<file path="config.mk">
export PLATFORM = sky130hd
export DESIGN_NAME = sdram_ctrl_top
export DESIGN_NICKNAME = d
export VERILOG_FILES = /design/src/verilog/sdram_pkg.sv /design/src/verilog/sdram_ctlif.sv /design/src/verilog/sdram_refresh.sv /design/src/verilog/sdram_cmd_out.sv /design/src/verilog/sdram_ctrl_top.sv
export SDC_FILE = /design/constraint.sdc
export NUM_CORES = 1
export LEC_CHECK = 0
export ABC_AREA = 1
export BUFFER_PORTS_ARGS = -buffer_cell sky130_fd_sc_hd__buf_2
export CAP_MARGIN = 5
export CELL_PAD_IN_SITES_DETAIL_PLACEMENT = 1
export CELL_PAD_IN_SITES_GLOBAL_PLACEMENT = 2
export CORE_MARGIN = 2
export CORE_UTILIZATION = 25
export DETAILED_ROUTE_END_ITERATION = 10
export PLACE_DENSITY = 0.77
export SYNTH_ARGS = -nofsm -noshare
export SYNTH_HDL_FRONTEND = slang
export SYNTH_SLANG_ARGS = --single-unit
export TNS_END_PERCENT = 5
</file>
<file path="constraint.sdc">
create_clock -name sys_clk -period 1.3 [get_ports sys_clk]
set_input_delay 0.13 -clock sys_clk [delete_from_list [all_inputs] [get_ports sys_clk]]
set_output_delay 0.13 -clock sys_clk [all_outputs]
set_load 0.01 [all_outputs]
</file>
<file path="src/verilog/sdram_pkg.sv">
// Shared CSR map, field types, SDRAM command encodings and refresh FSM states.
package sdram_pkg;

	// ########################################################################
	// CSR map
	// ########################################################################

	localparam logic [3:0] CSR_BANK = 4'h0; // Matched against csr_a[13:10].

	localparam logic [1:0] REG_MODE = 2'd0; // Bypass, SDRAM reset, CKE.
	localparam logic [1:0] REG_CMD  = 2'd1; // Raw software command.
	localparam logic [1:0] REG_PHY  = 2'd3; // Delay line and DQS phase shift.
	localparam logic [1:0] REG_TIM  = 2'd2; // Timing parameters.

	typedef logic [13:0] csr_addr_t;
	typedef logic [31:0] csr_data_t;

	// ########################################################################
	// SDRAM command bus
	// ########################################################################

	typedef logic [12:0] sdram_adr_t; // Row or column.
	typedef logic [1:0]  sdram_ba_t;

	// Command lines all active low.
	typedef struct packed {
		logic       cs_n;
		logic       ras_n;
		logic       cas_n;
		logic       we_n;
		sdram_adr_t adr;
		sdram_ba_t  ba;
	} sdram_cmd_t;

	// Encodings as {cs_n, ras_n, cas_n, we_n}.
	localparam logic [3:0] CMD_NOP           = 4'b1111;
	localparam logic [3:0] CMD_PRECHARGE_ALL = 4'b0010;
	localparam logic [3:0] CMD_AUTO_REFRESH  = 4'b0001;

	localparam sdram_adr_t ADR_PRECHARGE_ALL = 13'h0400; // A10 selects all banks.

	// ########################################################################
	// Timing parameters, packed in CSR bit order
	// ########################################################################

	typedef struct packed {
		logic [1:0]  wr;   // Write recovery.
		logic [3:0]  rfc;  // Refresh to next command.
		logic [10:0] refi; // Refresh interval.
		logic        cas;  // CAS latency, 0 means 2.
		logic [2:0]  rcd;  // Activate to read or write.
		logic [2:0]  rp;   // Precharge period.
	} tim_cfg_t;

	localparam tim_cfg_t TIM_RESET = '{wr: 2'd2, rfc: 4'd6, refi: 11'd620, cas: 1'b0,
		rcd: 3'd2, rp: 3'd2};

	// Auto-refresh scheduler states.
	typedef enum logic [2:0] {
		COUNT,
		PRECHARGE,
		WAIT_RP,
		REFRESH,
		WAIT_RFC
	} refresh_state_t;

endpackage

</file>
<file path="src/verilog/sdram_ctlif.sv">
// CSR register bank for controller mode, software command, timings and PHY strobes.
`timescale 1ns/1ps

module sdram_ctlif (
	input  logic                 sys_clk,
	input  logic                 sys_rst,

	input  sdram_pkg::csr_addr_t csr_a,
	input  logic                 csr_we,
	input  sdram_pkg::csr_data_t csr_di,
	output sdram_pkg::csr_data_t csr_do,

	output logic                 bypass,
	output logic                 sdram_rst,
	output logic                 cke,

	output sdram_pkg::sdram_cmd_t sw_cmd,
	output sdram_pkg::tim_cfg_t   tim,

	output logic                 idelay_rst,
	output logic                 idelay_ce,
	output logic                 idelay_inc,
	output logic                 idelay_cal,
	output logic                 dqs_psen,
	output logic                 dqs_psincdec,

	input  logic                 dqs_psdone,
	input  logic [1:0]           pll_stat
);

	import sdram_pkg::*;

	// ########################################################################
	// Address decode
	// ########################################################################

	logic       csr_sel;
	logic [1:0] reg_idx;
	logic       wr_mode;
	logic       wr_cmd;
	logic       wr_tim;
	logic       wr_phy;

	assign csr_sel = (csr_a[13:10] == CSR_BANK); // Bank match.
	assign reg_idx = csr_a[1:0];

	assign wr_mode = csr_sel & csr_we & (reg_idx == REG_MODE);
	assign wr_cmd  = csr_sel & csr_we & (reg_idx == REG_CMD);
	assign wr_tim  = csr_sel & csr_we & (reg_idx == REG_TIM);
	assign wr_phy  = csr_sel & csr_we & (reg_idx == REG_PHY);

	// ########################################################################
	// Mode and timing registers
	// ########################################################################

	always_ff @(posedge sys_clk) begin
		if (sys_rst) begin
			bypass    <= 1'b1; // Software owns the bus.
			sdram_rst <= 1'b1;
			cke       <= 1'b0;
		end else if (wr_mode) begin
			bypass    <= csr_di[0];
			sdram_rst <= csr_di[1];
			cke       <= csr_di[2];
		end
	end

	always_ff @(posedge sys_clk) begin
		if (sys_rst)
			tim <= TIM_RESET;
		else if (wr_tim)
			tim <= tim_cfg_t'(csr_di[23:0]); // Same layout as the struct.
	end

	// ########################################################################
	// Software command
	// ########################################################################

	logic [3:0] cmd_lines; // {cs_n, ras_n, cas_n, we_n}.
	sdram_adr_t cmd_adr;   // Sticky for readback.
	sdram_ba_t  cmd_ba;

	always_ff @(posedge sys_clk) begin
		cmd_lines <= CMD_NOP; // Lines drop back to NOP after one cycle.
		if (sys_rst) begin
			cmd_adr <= '0;
			cmd_ba  <= '0;
		end else if (wr_cmd) begin
			// CSR bits are active high, in order cs, we, cas, ras.
			cmd_lines <= ~{csr_di[0], csr_di[3], csr_di[2], csr_di[1]};
			cmd_adr   <= csr_di[16:4];
			cmd_ba    <= csr_di[18:17];
		end
	end

	assign sw_cmd = {cmd_lines, cmd_adr, cmd_ba};

	// ########################################################################
	// PHY strobes and status
	// ########################################################################

	always_ff @(posedge sys_clk) begin
		if (sys_rst) begin
			idelay_rst   <= 1'b0;
			idelay_ce    <= 1'b0;
			idelay_inc   <= 1'b0;
			idelay_cal   <= 1'b0;
			dqs_psen     <= 1'b0;
			dqs_psincdec <= 1'b0;
		end else begin
			idelay_rst   <= wr_phy & csr_di[0]; // Single-cycle pulses.
			idelay_ce    <= wr_phy & csr_di[1];
			idelay_inc   <= wr_phy & csr_di[2];
			dqs_psen     <= wr_phy & csr_di[4];
			dqs_psincdec <= wr_phy & csr_di[5];
			if (wr_phy)
				idelay_cal <= csr_di[3]; // Level, holds until rewritten.
		end
	end

	// Phase shift done flag.
	logic psready;

	always_ff @(posedge sys_clk) begin
		if (sys_rst)
			psready <= 1'b0;
		else if (dqs_psdone)
			psready <= 1'b1;
		else if (dqs_psen)
			psready <= 1'b0; // New shift under way.
	end

	// Two-flop synchronizer for the PLL status.
	logic [1:0] pll_meta;
	logic [1:0] pll_sync;

	always_ff @(posedge sys_clk) begin
		pll_meta <= pll_stat;
		pll_sync <= pll_meta;
	end

	// ########################################################################
	// Readback
	// ########################################################################

	always_ff @(posedge sys_clk) begin
		if (sys_rst) begin
			csr_do <= '0;
		end else begin
			csr_do <= '0; // Zero when not selected.
			if (csr_sel) begin
				case (reg_idx)
					REG_MODE: csr_do <= {29'd0, cke, sdram_rst, bypass};
					REG_CMD:  csr_do <= {13'd0, cmd_ba, cmd_adr, 4'h0};
					REG_TIM:  csr_do <= {8'd0, tim};
					REG_PHY:  csr_do <= {23'd0, pll_sync, psready, 6'd0};
					default:  csr_do <= '0;
				endcase
			end
		end
	end

endmodule

</file>
<file path="src/verilog/sdram_refresh.sv">
// Auto-refresh scheduler with tREFI interval, PRECHARGE ALL, tRP, AUTO REFRESH and tRFC.
`timescale 1ns/1ps

module sdram_refresh (
	input  logic                  sys_clk,
	input  logic                  sys_rst,

	input  logic                  bypass,
	input  logic                  sdram_rst,
	input  sdram_pkg::tim_cfg_t   tim,

	output sdram_pkg::sdram_cmd_t ref_cmd
);

	import sdram_pkg::*;

	refresh_state_t state;
	logic [10:0]    cnt;  // Shared by tREFI, tRP and tRFC.
	logic           hold; // Software owns the bus or SDRAM in reset.

	assign hold = bypass | sdram_rst;

	// ########################################################################
	// Scheduler FSM
	// ########################################################################

	always_ff @(posedge sys_clk) begin
		if (sys_rst) begin
			state <= COUNT;
			cnt   <= TIM_RESET.refi;
		end else if (hold) begin
			state <= COUNT; // Park with the interval preloaded.
			cnt   <= tim.refi;
		end else begin
			case (state)
				COUNT: begin
					if (cnt == 11'd0)
						state <= PRECHARGE;
					else
						cnt <= cnt - 11'd1;
				end
				PRECHARGE: begin
					// Zero tRP skips the wait entirely.
					if (tim.rp == 3'd0) begin
						state <= REFRESH;
					end else begin
						state <= WAIT_RP;
						cnt   <= 11'(tim.rp) - 11'd1;
					end
				end
				WAIT_RP: begin
					if (cnt == 11'd0)
						state <= REFRESH;
					else
						cnt <= cnt - 11'd1;
				end
				REFRESH: begin
					if (tim.rfc == 4'd0) begin
						state <= COUNT;
						cnt   <= tim.refi;
					end else begin
						state <= WAIT_RFC;
						cnt   <= 11'(tim.rfc) - 11'd1;
					end
				end
				WAIT_RFC: begin
					if (cnt == 11'd0) begin
						state <= COUNT;
						cnt   <= tim.refi; // Next interval.
					end else begin
						cnt <= cnt - 11'd1;
					end
				end
				default: begin
					state <= COUNT;
					cnt   <= tim.refi;
				end
			endcase
		end
	end

	// ########################################################################
	// Command decode
	// ########################################################################

	always_comb begin
		ref_cmd = {CMD_NOP, sdram_adr_t'(0), sdram_ba_t'(0)};
		case (state)
			PRECHARGE: ref_cmd = {CMD_PRECHARGE_ALL, ADR_PRECHARGE_ALL, sdram_ba_t'(0)};
			REFRESH:   ref_cmd = {CMD_AUTO_REFRESH, sdram_adr_t'(0), sdram_ba_t'(0)};
			default:   ref_cmd = {CMD_NOP, sdram_adr_t'(0), sdram_ba_t'(0)};
		endcase
	end

endmodule

</file>
<file path="src/verilog/sdram_cmd_out.sv">
// Pad command stage selecting software or refresh command, with registered pads and CKE.
`timescale 1ns/1ps

module sdram_cmd_out (
	input  logic                  sys_clk,
	input  logic                  sys_rst,

	input  logic                  bypass,
	input  logic                  sdram_rst,
	input  logic                  cke,

	input  sdram_pkg::sdram_cmd_t sw_cmd,
	input  sdram_pkg::sdram_cmd_t ref_cmd,

	output sdram_pkg::sdram_cmd_t pad_cmd,
	output logic                  sdram_cke
);

	import sdram_pkg::*;

	sdram_cmd_t next_cmd;

	// ########################################################################
	// Source select
	// ########################################################################

	always_comb begin
		if (sdram_rst)
			next_cmd = {CMD_NOP, sdram_adr_t'(0), sdram_ba_t'(0)}; // Hold idle.
		else if (bypass)
			next_cmd = sw_cmd; // Software drives the bus.
		else
			next_cmd = ref_cmd; // Scheduler owns it.
	end

	// ########################################################################
	// Pad flops
	// ########################################################################

	// Command lines and CKE.
	always_ff @(posedge sys_clk) begin
		if (sys_rst) begin
			pad_cmd.cs_n  <= 1'b1;
			pad_cmd.ras_n <= 1'b1;
			pad_cmd.cas_n <= 1'b1;
			pad_cmd.we_n  <= 1'b1;
			sdram_cke     <= 1'b0;
		end else begin
			pad_cmd.cs_n  <= next_cmd.cs_n;
			pad_cmd.ras_n <= next_cmd.ras_n;
			pad_cmd.cas_n <= next_cmd.cas_n;
			pad_cmd.we_n  <= next_cmd.we_n;
			sdram_cke     <= cke;
		end
	end

	// Address and bank.
	always_ff @(posedge sys_clk) begin
		pad_cmd.adr <= next_cmd.adr;
		pad_cmd.ba  <= next_cmd.ba;
	end

endmodule

</file>
<file path="src/verilog/sdram_ctrl_top.sv">
// SDRAM control top level chaining CSR bank, refresh scheduler and pad command stage.
`timescale 1ns/1ps

module sdram_ctrl_top (
	input  logic                  sys_clk,
	input  logic                  sys_rst,

	input  sdram_pkg::csr_addr_t  csr_a,
	input  logic                  csr_we,
	input  sdram_pkg::csr_data_t  csr_di,
	output sdram_pkg::csr_data_t  csr_do,

	input  logic                  dqs_psdone,
	input  logic [1:0]            pll_stat,

	output logic                  idelay_rst,
	output logic                  idelay_ce,
	output logic                  idelay_inc,
	output logic                  idelay_cal,
	output logic                  dqs_psen,
	output logic                  dqs_psincdec,

	output sdram_pkg::tim_cfg_t   tim,

	output logic                  sdram_cke,
	output logic                  sdram_cs_n,
	output logic                  sdram_ras_n,
	output logic                  sdram_cas_n,
	output logic                  sdram_we_n,
	output sdram_pkg::sdram_adr_t sdram_adr,
	output sdram_pkg::sdram_ba_t  sdram_ba
);

	import sdram_pkg::*;

	logic       bypass;
	logic       sdram_rst;
	logic       cke;
	sdram_cmd_t sw_cmd;
	sdram_cmd_t ref_cmd;
	sdram_cmd_t pad_cmd;

	// Stage 1, CSR bank.
	sdram_ctlif ctlif_i (
		.sys_clk      (sys_clk),
		.sys_rst      (sys_rst),
		.csr_a        (csr_a),
		.csr_we       (csr_we),
		.csr_di       (csr_di),
		.csr_do       (csr_do),
		.bypass       (bypass),
		.sdram_rst    (sdram_rst),
		.cke          (cke),
		.sw_cmd       (sw_cmd),
		.tim          (tim),
		.idelay_rst   (idelay_rst),
		.idelay_ce    (idelay_ce),
		.idelay_inc   (idelay_inc),
		.idelay_cal   (idelay_cal),
		.dqs_psen     (dqs_psen),
		.dqs_psincdec (dqs_psincdec),
		.dqs_psdone   (dqs_psdone),
		.pll_stat     (pll_stat)
	);

	// Stage 2, refresh scheduler.
	sdram_refresh refresh_i (
		.sys_clk   (sys_clk),
		.sys_rst   (sys_rst),
		.bypass    (bypass),
		.sdram_rst (sdram_rst),
		.tim       (tim),
		.ref_cmd   (ref_cmd)
	);

	// Stage 3, pad registers.
	sdram_cmd_out cmd_out_i (
		.sys_clk   (sys_clk),
		.sys_rst   (sys_rst),
		.bypass    (bypass),
		.sdram_rst (sdram_rst),
		.cke       (cke),
		.sw_cmd    (sw_cmd),
		.ref_cmd   (ref_cmd),
		.pad_cmd   (pad_cmd),
		.sdram_cke (sdram_cke)
	);

	// Unpack onto the pins.
	assign sdram_cs_n  = pad_cmd.cs_n;
	assign sdram_ras_n = pad_cmd.ras_n;
	assign sdram_cas_n = pad_cmd.cas_n;
	assign sdram_we_n  = pad_cmd.we_n;
	assign sdram_adr   = pad_cmd.adr;
	assign sdram_ba    = pad_cmd.ba;

endmodule

</file>
# == Word-level counts from Yosys, hierarchy flattened ==
# Cells that the tools add are included.
# totals
mem_bits_ro,0
latch_bits,0
reg_bits,123
out_inout_bits,82
ramBits,0
wordCells,91
mem_count,0
inputBits,52
# op_classes
eq_ne,12
n_reduce_logical,14
div_mod_pow,0
mul,0
magnitude_cmp,0
n_bitwise,14
n_addsub,3
n_mux,17
shifts,0
# ops
cell,count
one-hot mux 32 bit (4 select lines),1
2-to-1 mux 11 bit,5
one-hot mux 11 bit (4 select lines),1
one-hot mux 19 bit (2 select lines),1
2-to-1 mux 19 bit,1
one-hot mux 3 bit (5 select lines),1
2-to-1 mux 3 bit,4
zero test 11 bit,1
subtractor 11 x 1 -> 11 bit (second input constant),1
bitwise AND 1 bit,10
OR reduction 2 bit,5
zero test 4 bit,2
equality test 3 x 2 -> 1 bit (second input constant),2
zero test 3 bit,2
inequality test 2 x 1 -> 1 bit (second input constant),3
inequality test 3 x 2 -> 1 bit (second input constant),2
subtractor 4 x 1 -> 5 bit (second input constant),1
equality test 2 bit (second input constant),2
inverter 4 bit,1
subtractor 3 x 1 -> 4 bit (second input constant),1
equality test 3 x 1 -> 1 bit (second input constant),1
equality test 3 bit (second input constant),1
2-to-1 mux 1 bit,3
AND reduction 3 bit,1
6 further kinds,7

# == Longest topological paths before layout ==
# Gate-level depths: netlist (run 1).
# depth
depth_word,5
ltp_mapped,14
ltp_nobuf,13

# == By module ==
# Synthesis (run 1) repeated with hierarchy kept, for this count alone.
# unflattened
hier_cells,769
hier_area_um2,5315.1
# modules_own_cells
module,instances,seq_area_each_um2,cells_per_inst,area_per_inst_um2
sdram_ctlif,1,1621.6,404,3050.4
sdram_refresh,1,280.3,248,1455.1
sdram_cmd_out,1,400.4,117,809.5

# == Worst setup path after synthesis (run 1) ==
# Ideal clock, no wire load.
# synth_path
path_kind,register to register
from,"reg, netlist name ctlif_i.tim[0]"
to,reg refresh_i.cnt[0]
path_buffers,1
required_ps,1180
path_stages_with_launch,9
t_arrival_ps,1366
slack_ps,-186
cell_sequence,dfxtp_1 -> inv_1 -> ha_1 -> ha_1 -> nand3_1 -> nand2_4 -> buf_6 -> a21oi_1 -> a21oi_1
# synth_between
elab_chain_cells,4
elab_cells_between_ends,7
# synth_rtl
element,line,source
subtractor 3 x 1 -> 4 bit,sdram_refresh.sv:48,cnt <= 11'(tim.rp) - 11'd1;
2-to-1 mux 11 bit,sdram_refresh.sv:44,if (tim.rp == 3'd0) begin
one-hot mux 11 bit (4 select lines),sdram_refresh.sv:35,case (state)
2-to-1 mux 11 bit,sdram_refresh.sv:31,end else if (hold) begin
"end signal, assigned",sdram_refresh.sv:30,cnt <= TIM_RESET.refi;
"end signal, assigned",sdram_refresh.sv:33,cnt <= tim.refi;
"end signal, assigned",sdram_refresh.sv:48,
"end, declared",sdram_refresh.sv:18,logic [10:0] cnt;
# Several ways; a longest one is shown, not always the timed one. The select of a mux whose other input is x is not followed.
# A chain may end at the register's enable or synchronous reset.

# == Worst setup path after layout (run 1) ==
# layout_path
from,reg refresh_i.cnt[0]
to,reg refresh_i.cnt[7]
# layout_between
elab_chain_cells,4
elab_cells_between_ends,8
# layout_rtl
element,line,source
"start signal, assigned",sdram_refresh.sv:30,
"start signal, assigned",sdram_refresh.sv:33,
"start signal, assigned",sdram_refresh.sv:40,cnt <= cnt - 11'd1;
subtractor 11 x 1 -> 11 bit / zero test 11 bit (equally long branches),n/a,
2-to-1 mux 11 bit (on tied branches),"sdram_refresh.sv:67, sdram_refresh.sv:37, sdram_refresh.sv:52",
one-hot mux 11 bit (4 select lines),sdram_refresh.sv:35,
2-to-1 mux 11 bit,sdram_refresh.sv:31,
# Several ways; a longest one is shown, not always the timed one. The select of a mux whose other input is x is not followed.

==> results of run 1 <==
[sequential cells by signal (all words and copies together) (netlist names), 2 cells and up]
name               cells
ctlif_i.pll_sync       2
ctlif_i.cmd_lines      4
ctlif_i.cmd_adr       13
ctlif_i.pll_meta       2
cmd_out_i.pad_cmd     19
ctlif_i.tim           24
refresh_i.cnt         11
ctlif_i.csr_do        24
ctlif_i.cmd_ba         2
refresh_i.state        3
[stage by stage]
| stage | TNS [ps] | utilization | total power, mW |
|---|---|---|---|
| after floorplan | -327 | - | 3.79 |
| after global placement | -2980 | 0.329 | 3.95 |
| after detailed placement | -4620 | 0.329 | 3.95 |
| after CTS | -2070 | 0.385 | 9.22 |
| after global routing | -3170 | 0.387 | 9.43 |
| final | -2160 | 0.387 | 9.12 |
[cell usage after synthesis (4+ instances only)]
cell type / number
nor3_1: 4
inv_1: 51
nor2_1: 73
nand3_1: 19
buf_2: 7
nand4_1: 4
ha_1: 5
inv_2: 9
dfxtp_1: 115
xor2_1: 5
buf_4: 9
nand2_1: 159
o21ai_1: 7
o21ai_0: 33
o211ai_1: 5
a21oi_1: 61
clkbuf_1: 15
[worst min-delay path by stage]
stage,from,endpoint,slack (ps)
finish,csr_di[18],ctlif_i.tim[18],20
global route,sys_rst,ctlif_i.tim[10],20
CTS,sys_rst,ctlif_i.tim[10],5
detailed placement,pll_stat[0],ctlif_i.pll_meta[0],240
global placement,pll_stat[0],ctlif_i.pll_meta[0],230
floorplan,pll_stat[0],ctlif_i.pll_meta[0],160
[area by class of cell]
type                       instances  area (sq um)  share of cell area
clock buffer                      19           453              0.0653
clock inverter                    13           205              0.0296
inverter                          61           231              0.0334
multi-input combinational        406          2020               0.291
sequential                       115          2310               0.333
tap                              229           287              0.0413
timing repair buffer             215          1430               0.207
[critical path, delay by kind of cell, from the launching register on]
family	cells	cell delay (ps)
and+or+nand+nor	6	470
DFF	1	370
AOI/OAI and AO/OA	2	220
buffers and inverters	2	210
adders and majority gates	1	150
[logic make-up (layout without fill, tap and decap cells)]
kind of cell	Yosys count	in the layout	synth area share
AO/OA/AOI/OAI	112	112	0.129
adder cells (fa/ha/maj)	5	5	0.0137
other	1	8	0.000822
XOR/XNOR	6	6	0.0115
flip-flops	115	115	0.505
buffers and inverters	93	308	0.0875
AND/OR/NAND/NOR	274	275	0.252
[power breakdown]
part           switching [mW]  total, mW  leakage (nW)  internal [mW]
Sequential             0.0137       3.56         0.931           3.55
Clock                    1.69       5.18         0.315           3.50
Combinational           0.209      0.377          1.97          0.168
Total                    1.91       9.12          3.22           7.21
[metal layers]
metal	routed length (um)	global-route usage
met5	0	0
met4	465	0.0808
met3	512	0.0356
met2	8440	0.315
met1	7230	0.201
[repair_timing]
action,in CTS,in global routing
hold buffers,25,0
hold endpoints to repair,32,0
pin swaps,2,1
resized for setup,17,16
endpoints found under the setup margin,11,13
gates cloned,1,0
setup buffers,3,0
==> flow_summary.ini, run 1 <==
[placement]
dp.cells = 997
place.gp.congestion = 0.828
dp_slack_ps = -338
dp_hpwl_mm = 11.9
port_buffers = 109
placed_area_sq_um = 5890

[floorplanning]
dieArea_sq_um = 19300
rows = 49
fp.coreArea_sq_um = 17900
io_pins = 134
die_w_um = 139
initial_core_util = 0.255
die_y_um = 139

[final_layout]
layout_commonest_cell = nand2_1
fillers = 2230
final-instance-count-excl-fill = 1058
area_delta_synth_final_pct = 52.1
drive_gt1_frac = 0.345
most-common-layout-cells = nand2_1, dfxtp_1, buf_2
stdcell_area_sq_um = 6940
nNetsFinal = 873
n_antenna_cell = 0

[sta]
finClkSkew_ps = 5.68
max_freq_mhz = 650
setup_viol = 11
fin_ws_ps = -238
worst_pin_slew_ps = 499
whs_ps = 22.9
slew_viol_final = 0
hold_violations = 0
finalCritPeriodShare = 1.18
period_needed_ps = 1540
grt_setup_unrepaired = yes
max_slew_margin = 0.667

[detailed_routing]
drc = 0
drtIter0Drc = 161
ant_nets = 0
viasPerCell = 4.45
routed_wl_mm = 16.7
routedWlPerCell_um = 15.7
drt_pre_antenna_iters = 4
vias = 4707

[clocking]
path_clk_slew_ps = 50
htreeDepth = 4
cts_buffer_depth = 2
cts.sinks = 115
cts_tree = built
root_buffer = clkbuf_16
worstSkewPairLatency_ps = 410
cts_made_buffers = 17

[setup_path]
start_kind = flip-flop
reg2reg_from = refresh_i.cnt[0]
r2r-end = refresh_i.cnt[7]
end_kind = flip-flop
cpPeakStageDelay_ps = 370
worstPathRequired_ps = 1600
crit_fanout = 6
critPathMostFrequentCell = nand2_2
crit_start = refresh_i.cnt[0]
crit_arrival_ps = 1830
rr_worst_depth = 11
crit_chain = inv_4, ha_4, nand2_2, nor2_2, nand2_2, nor2_2, nand2_2, nand2_4, buf_4, a21oi_1, a21oi_1
critical_path_class = flip-flop to flip-flop
cpMaxStageDelayCell = dfxtp_4
cp-endpoint = refresh_i.cnt[7]
rrSetupSlack_ps = -240

[flow_run]
cap_viol_max_count = 0

[yosys]
ys_async_sr_fraction = 0
yosys-top-cells-area = dfxtp_1, nand2_1, a21oi_1
synth-edff-count = 0
yosys_warnings = 0
yosys.area.top_type = dfxtp_1
avgSynthCellArea_sq_um = 7.53
seq_area_frac_synth = 0.505
synth_top_cell_area_share = 0.505
yosys.cell_types.count = 35
synthFlopType = dfxtp_1
netlist_area_sq_um = 4560
syn_inst = 606
ys_seq_elements = 115

[grt]
grt_antenna_before_repair = 0
gr-total-overflow = 0
grt_use_total = 0.176
grt_pass1_vias = 5120
grt_max_degree = 30
grt_pass1_wl_mm = 26.5

[run_status]
violations = negative setup slack
status = finished with violations

[hold_path]
hp-class = input pin to flip-flop
hold_depth = 3

[power]
static-leakage-power_nw = 3.22
power.density_nw_per_um2 = 1320
ir_worst_vdd_uv = 903
(Power assumes the default switching activity.)
==> run 2, diff against run 1 <==
- GPL_TIMING_DRIVEN: default -> 0
==> flow_summary.ini, run 2 (synthesis results as in run 1) <==
[setup_path]
crit_arrival_ps = 1880
reg2reg_from = refresh_i.cnt[1]
crit_start = refresh_i.cnt[1]
end_kind = flip-flop
cpPeakStageDelay_ps = 330
critical-path-top-delay-family = simple AND/OR/NAND/NOR gates
worstPathRequired_ps = 1600
critical_path_class = flip-flop to flip-flop
cp-endpoint = refresh_i.cnt[3]
rr_worst_depth = 12
crit_fanout = 10
cp_num_cells = 12
start_kind = flip-flop
critPathMostFrequentCell = nand2_1
crit_buf_inv = 2
cpMaxStageDelayCell = dfxtp_2
crit_chain = inv_4, ha_4, nand2_2, nor2_1, nand2_1, nor2_1, nand2_1, nand2_4, buf_8, nor2_1, nand2_1, nand2_1
rrSetupSlack_ps = -280
r2r-end = refresh_i.cnt[3]

[final_layout]
layout_commonest_cell = nand2_1
stdcell_area_sq_um = 6570
drive_gt1_frac = 0.302
fillers = 2254
nNetsFinal = 839
most-common-layout-cells = nand2_1, buf_2, dfxtp_1
final-instance-count-excl-fill = 1020
n_antenna_cell = 0
utilization = 0.367
reg_top3 = ctlif_i.csr_do x24, ctlif_i.tim x24, cmd_out_i.pad_cmd x19
area_delta_synth_final_pct = 44.0

[detailed_routing]
vias = 4587
routed_wl_mm = 16.8
routedWlPerCell_um = 16.5
drc = 0
drtIter0Drc = 161
ant_nets = 0
drt_pre_antenna_iters = 4
viasPerCell = 4.50

[grt]
grt.met2_usage = 0.318
met3_usage = 0.0369
grt_use_total = 0.175
grt_pass1_wl_mm = 26.4
grt_pass1_vias = 4949
grt_busiest_layer = met2
grt_antenna_before_repair = 0
gr-total-overflow = 0
grt_max_degree = 17
globalRouteMet1Util = 0.202

[clocking]
cts_tree = built
path_clk_slew_ps = 50
cts.sinks = 115
root_buffer = clkbuf_16
cts_buffer_depth = 2
htreeDepth = 4
worstSkewPairLatency_ps = 420
cts_made_buffers = 17

[sta]
max_freq_mhz = 635
finClkSkew_ps = 10.6
period_needed_ps = 1580
fin_ws_ps = -276
slew_viol_final = 0
hold_violations = 0
setup_viol = 12
max_slew_margin = 0.526
grt_setup_unrepaired = yes
finalCritPeriodShare = 1.21
worst_pin_slew_ps = 711
finalSetupTns_ps = -2870

[flow_run]
cap_viol_max_count = 0

[placement]
placed_area_sq_um = 5450
port_buffers = 108
dp_hpwl_mm = 12.1
place.gp.congestion = 0.788
dp.cells = 950

[power]
power.density_nw_per_um2 = 1310
static-leakage-power_nw = 2.98
ir_worst_vdd_uv = 1120

[hold_path]
hold_depth = 3
hp-class = input pin to flip-flop

[floorplanning]
fp.coreArea_sq_um = 17900
dieArea_sq_um = 19300
io_pins = 134
die_w_um = 139
initial_core_util = 0.255
die_y_um = 139
rows = 49

[run_status]
violations = negative setup slack
status = finished with violations
==> run 2: cell count changes in the layout (fill, tap and decap cells not counted), moves of 4 or more <==
cell	delta
clkbuf_1	+15
buf_4	-52
nand2_1	-4
dfxtp_2	+8
buf_2	+4
a21oi_2	-7
a21oi_1	+6
dfxtp_1	-9
==> run 2: timing repair <==
item                       4_1_cts  5_1_grt
buffers inserted                12        4
pin swaps                        7       16
hold endpoints to repair        34        0
hold buffers                    25        0
gates cloned                     1        1
resized for setup               26       26
setup endpoints to repair       21       30
==> run 2: how the worst min path moves through the flow <==
stage                 from                   to  slack [ps]
2_1_floorplan  pll_stat[0]  ctlif_i.pll_meta[0]         160
3_3_place_gp   pll_stat[0]  ctlif_i.pll_meta[0]         230
3_5_place_dp   pll_stat[1]  ctlif_i.pll_meta[1]         230
4_1_cts         csr_di[21]      ctlif_i.tim[21]          30
5_1_grt         csr_di[21]      ctlif_i.tim[21]          50
6_report        csr_di[21]      ctlif_i.tim[21]          50
==> run 2: routing by layer <==
metal	wire, um	vias to the layer above	part of all wire
li1	-	2257	-
met5	0	-	0
met1	7270	2208	0.43
met2	8530	97	0.51
met3	640	25	0.038
met4	346	0	0.021
==> run 2: report_power, final <==
group | internal [mW] | switching, mW | total, mW
sequential | 3.55 | 0.0155 | 3.56
clock | 3.11 | 1.56 | 4.67
combinational | 0.156 | 0.215 | 0.371
==> run 2: worst reg2reg max path, delay by kind of cell (launching register included) <==
| family | cells | cell delay, ps |
|---|---|---|
| DFF | 1 | 330 |
| and+or+nand+nor | 9 | 790 |
| buffers and inverters | 2 | 220 |
| adders and majority gates | 1 | 120 |
==> run 2: layout make-up <==
class | count | area [sq um] | share of cell area
sequential | 115 | 2320 | 0.354
multi-input combinational | 406 | 2040 | 0.311
timing repair buffer | 150 | 918 | 0.140
clock buffer | 22 | 474 | 0.0722
tap | 229 | 287 | 0.0436
inverter | 61 | 234 | 0.0356
buffer | 31 | 180 | 0.0274
clock inverter | 6 | 105 | 0.0160
==> run 2: metrics by stage <==
stage | total power [mW] | hold WS (ps) | worst slack [ps]
after floorplan | 3.79 | 158 | -35.0
after global placement | 3.94 | 234 | -421
after detailed placement | 3.95 | 234 | -411
after CTS | 8.66 | 33.2 | -197
after global routing | 8.87 | 51.5 | -367
final | 8.60 | 53.4 | -276
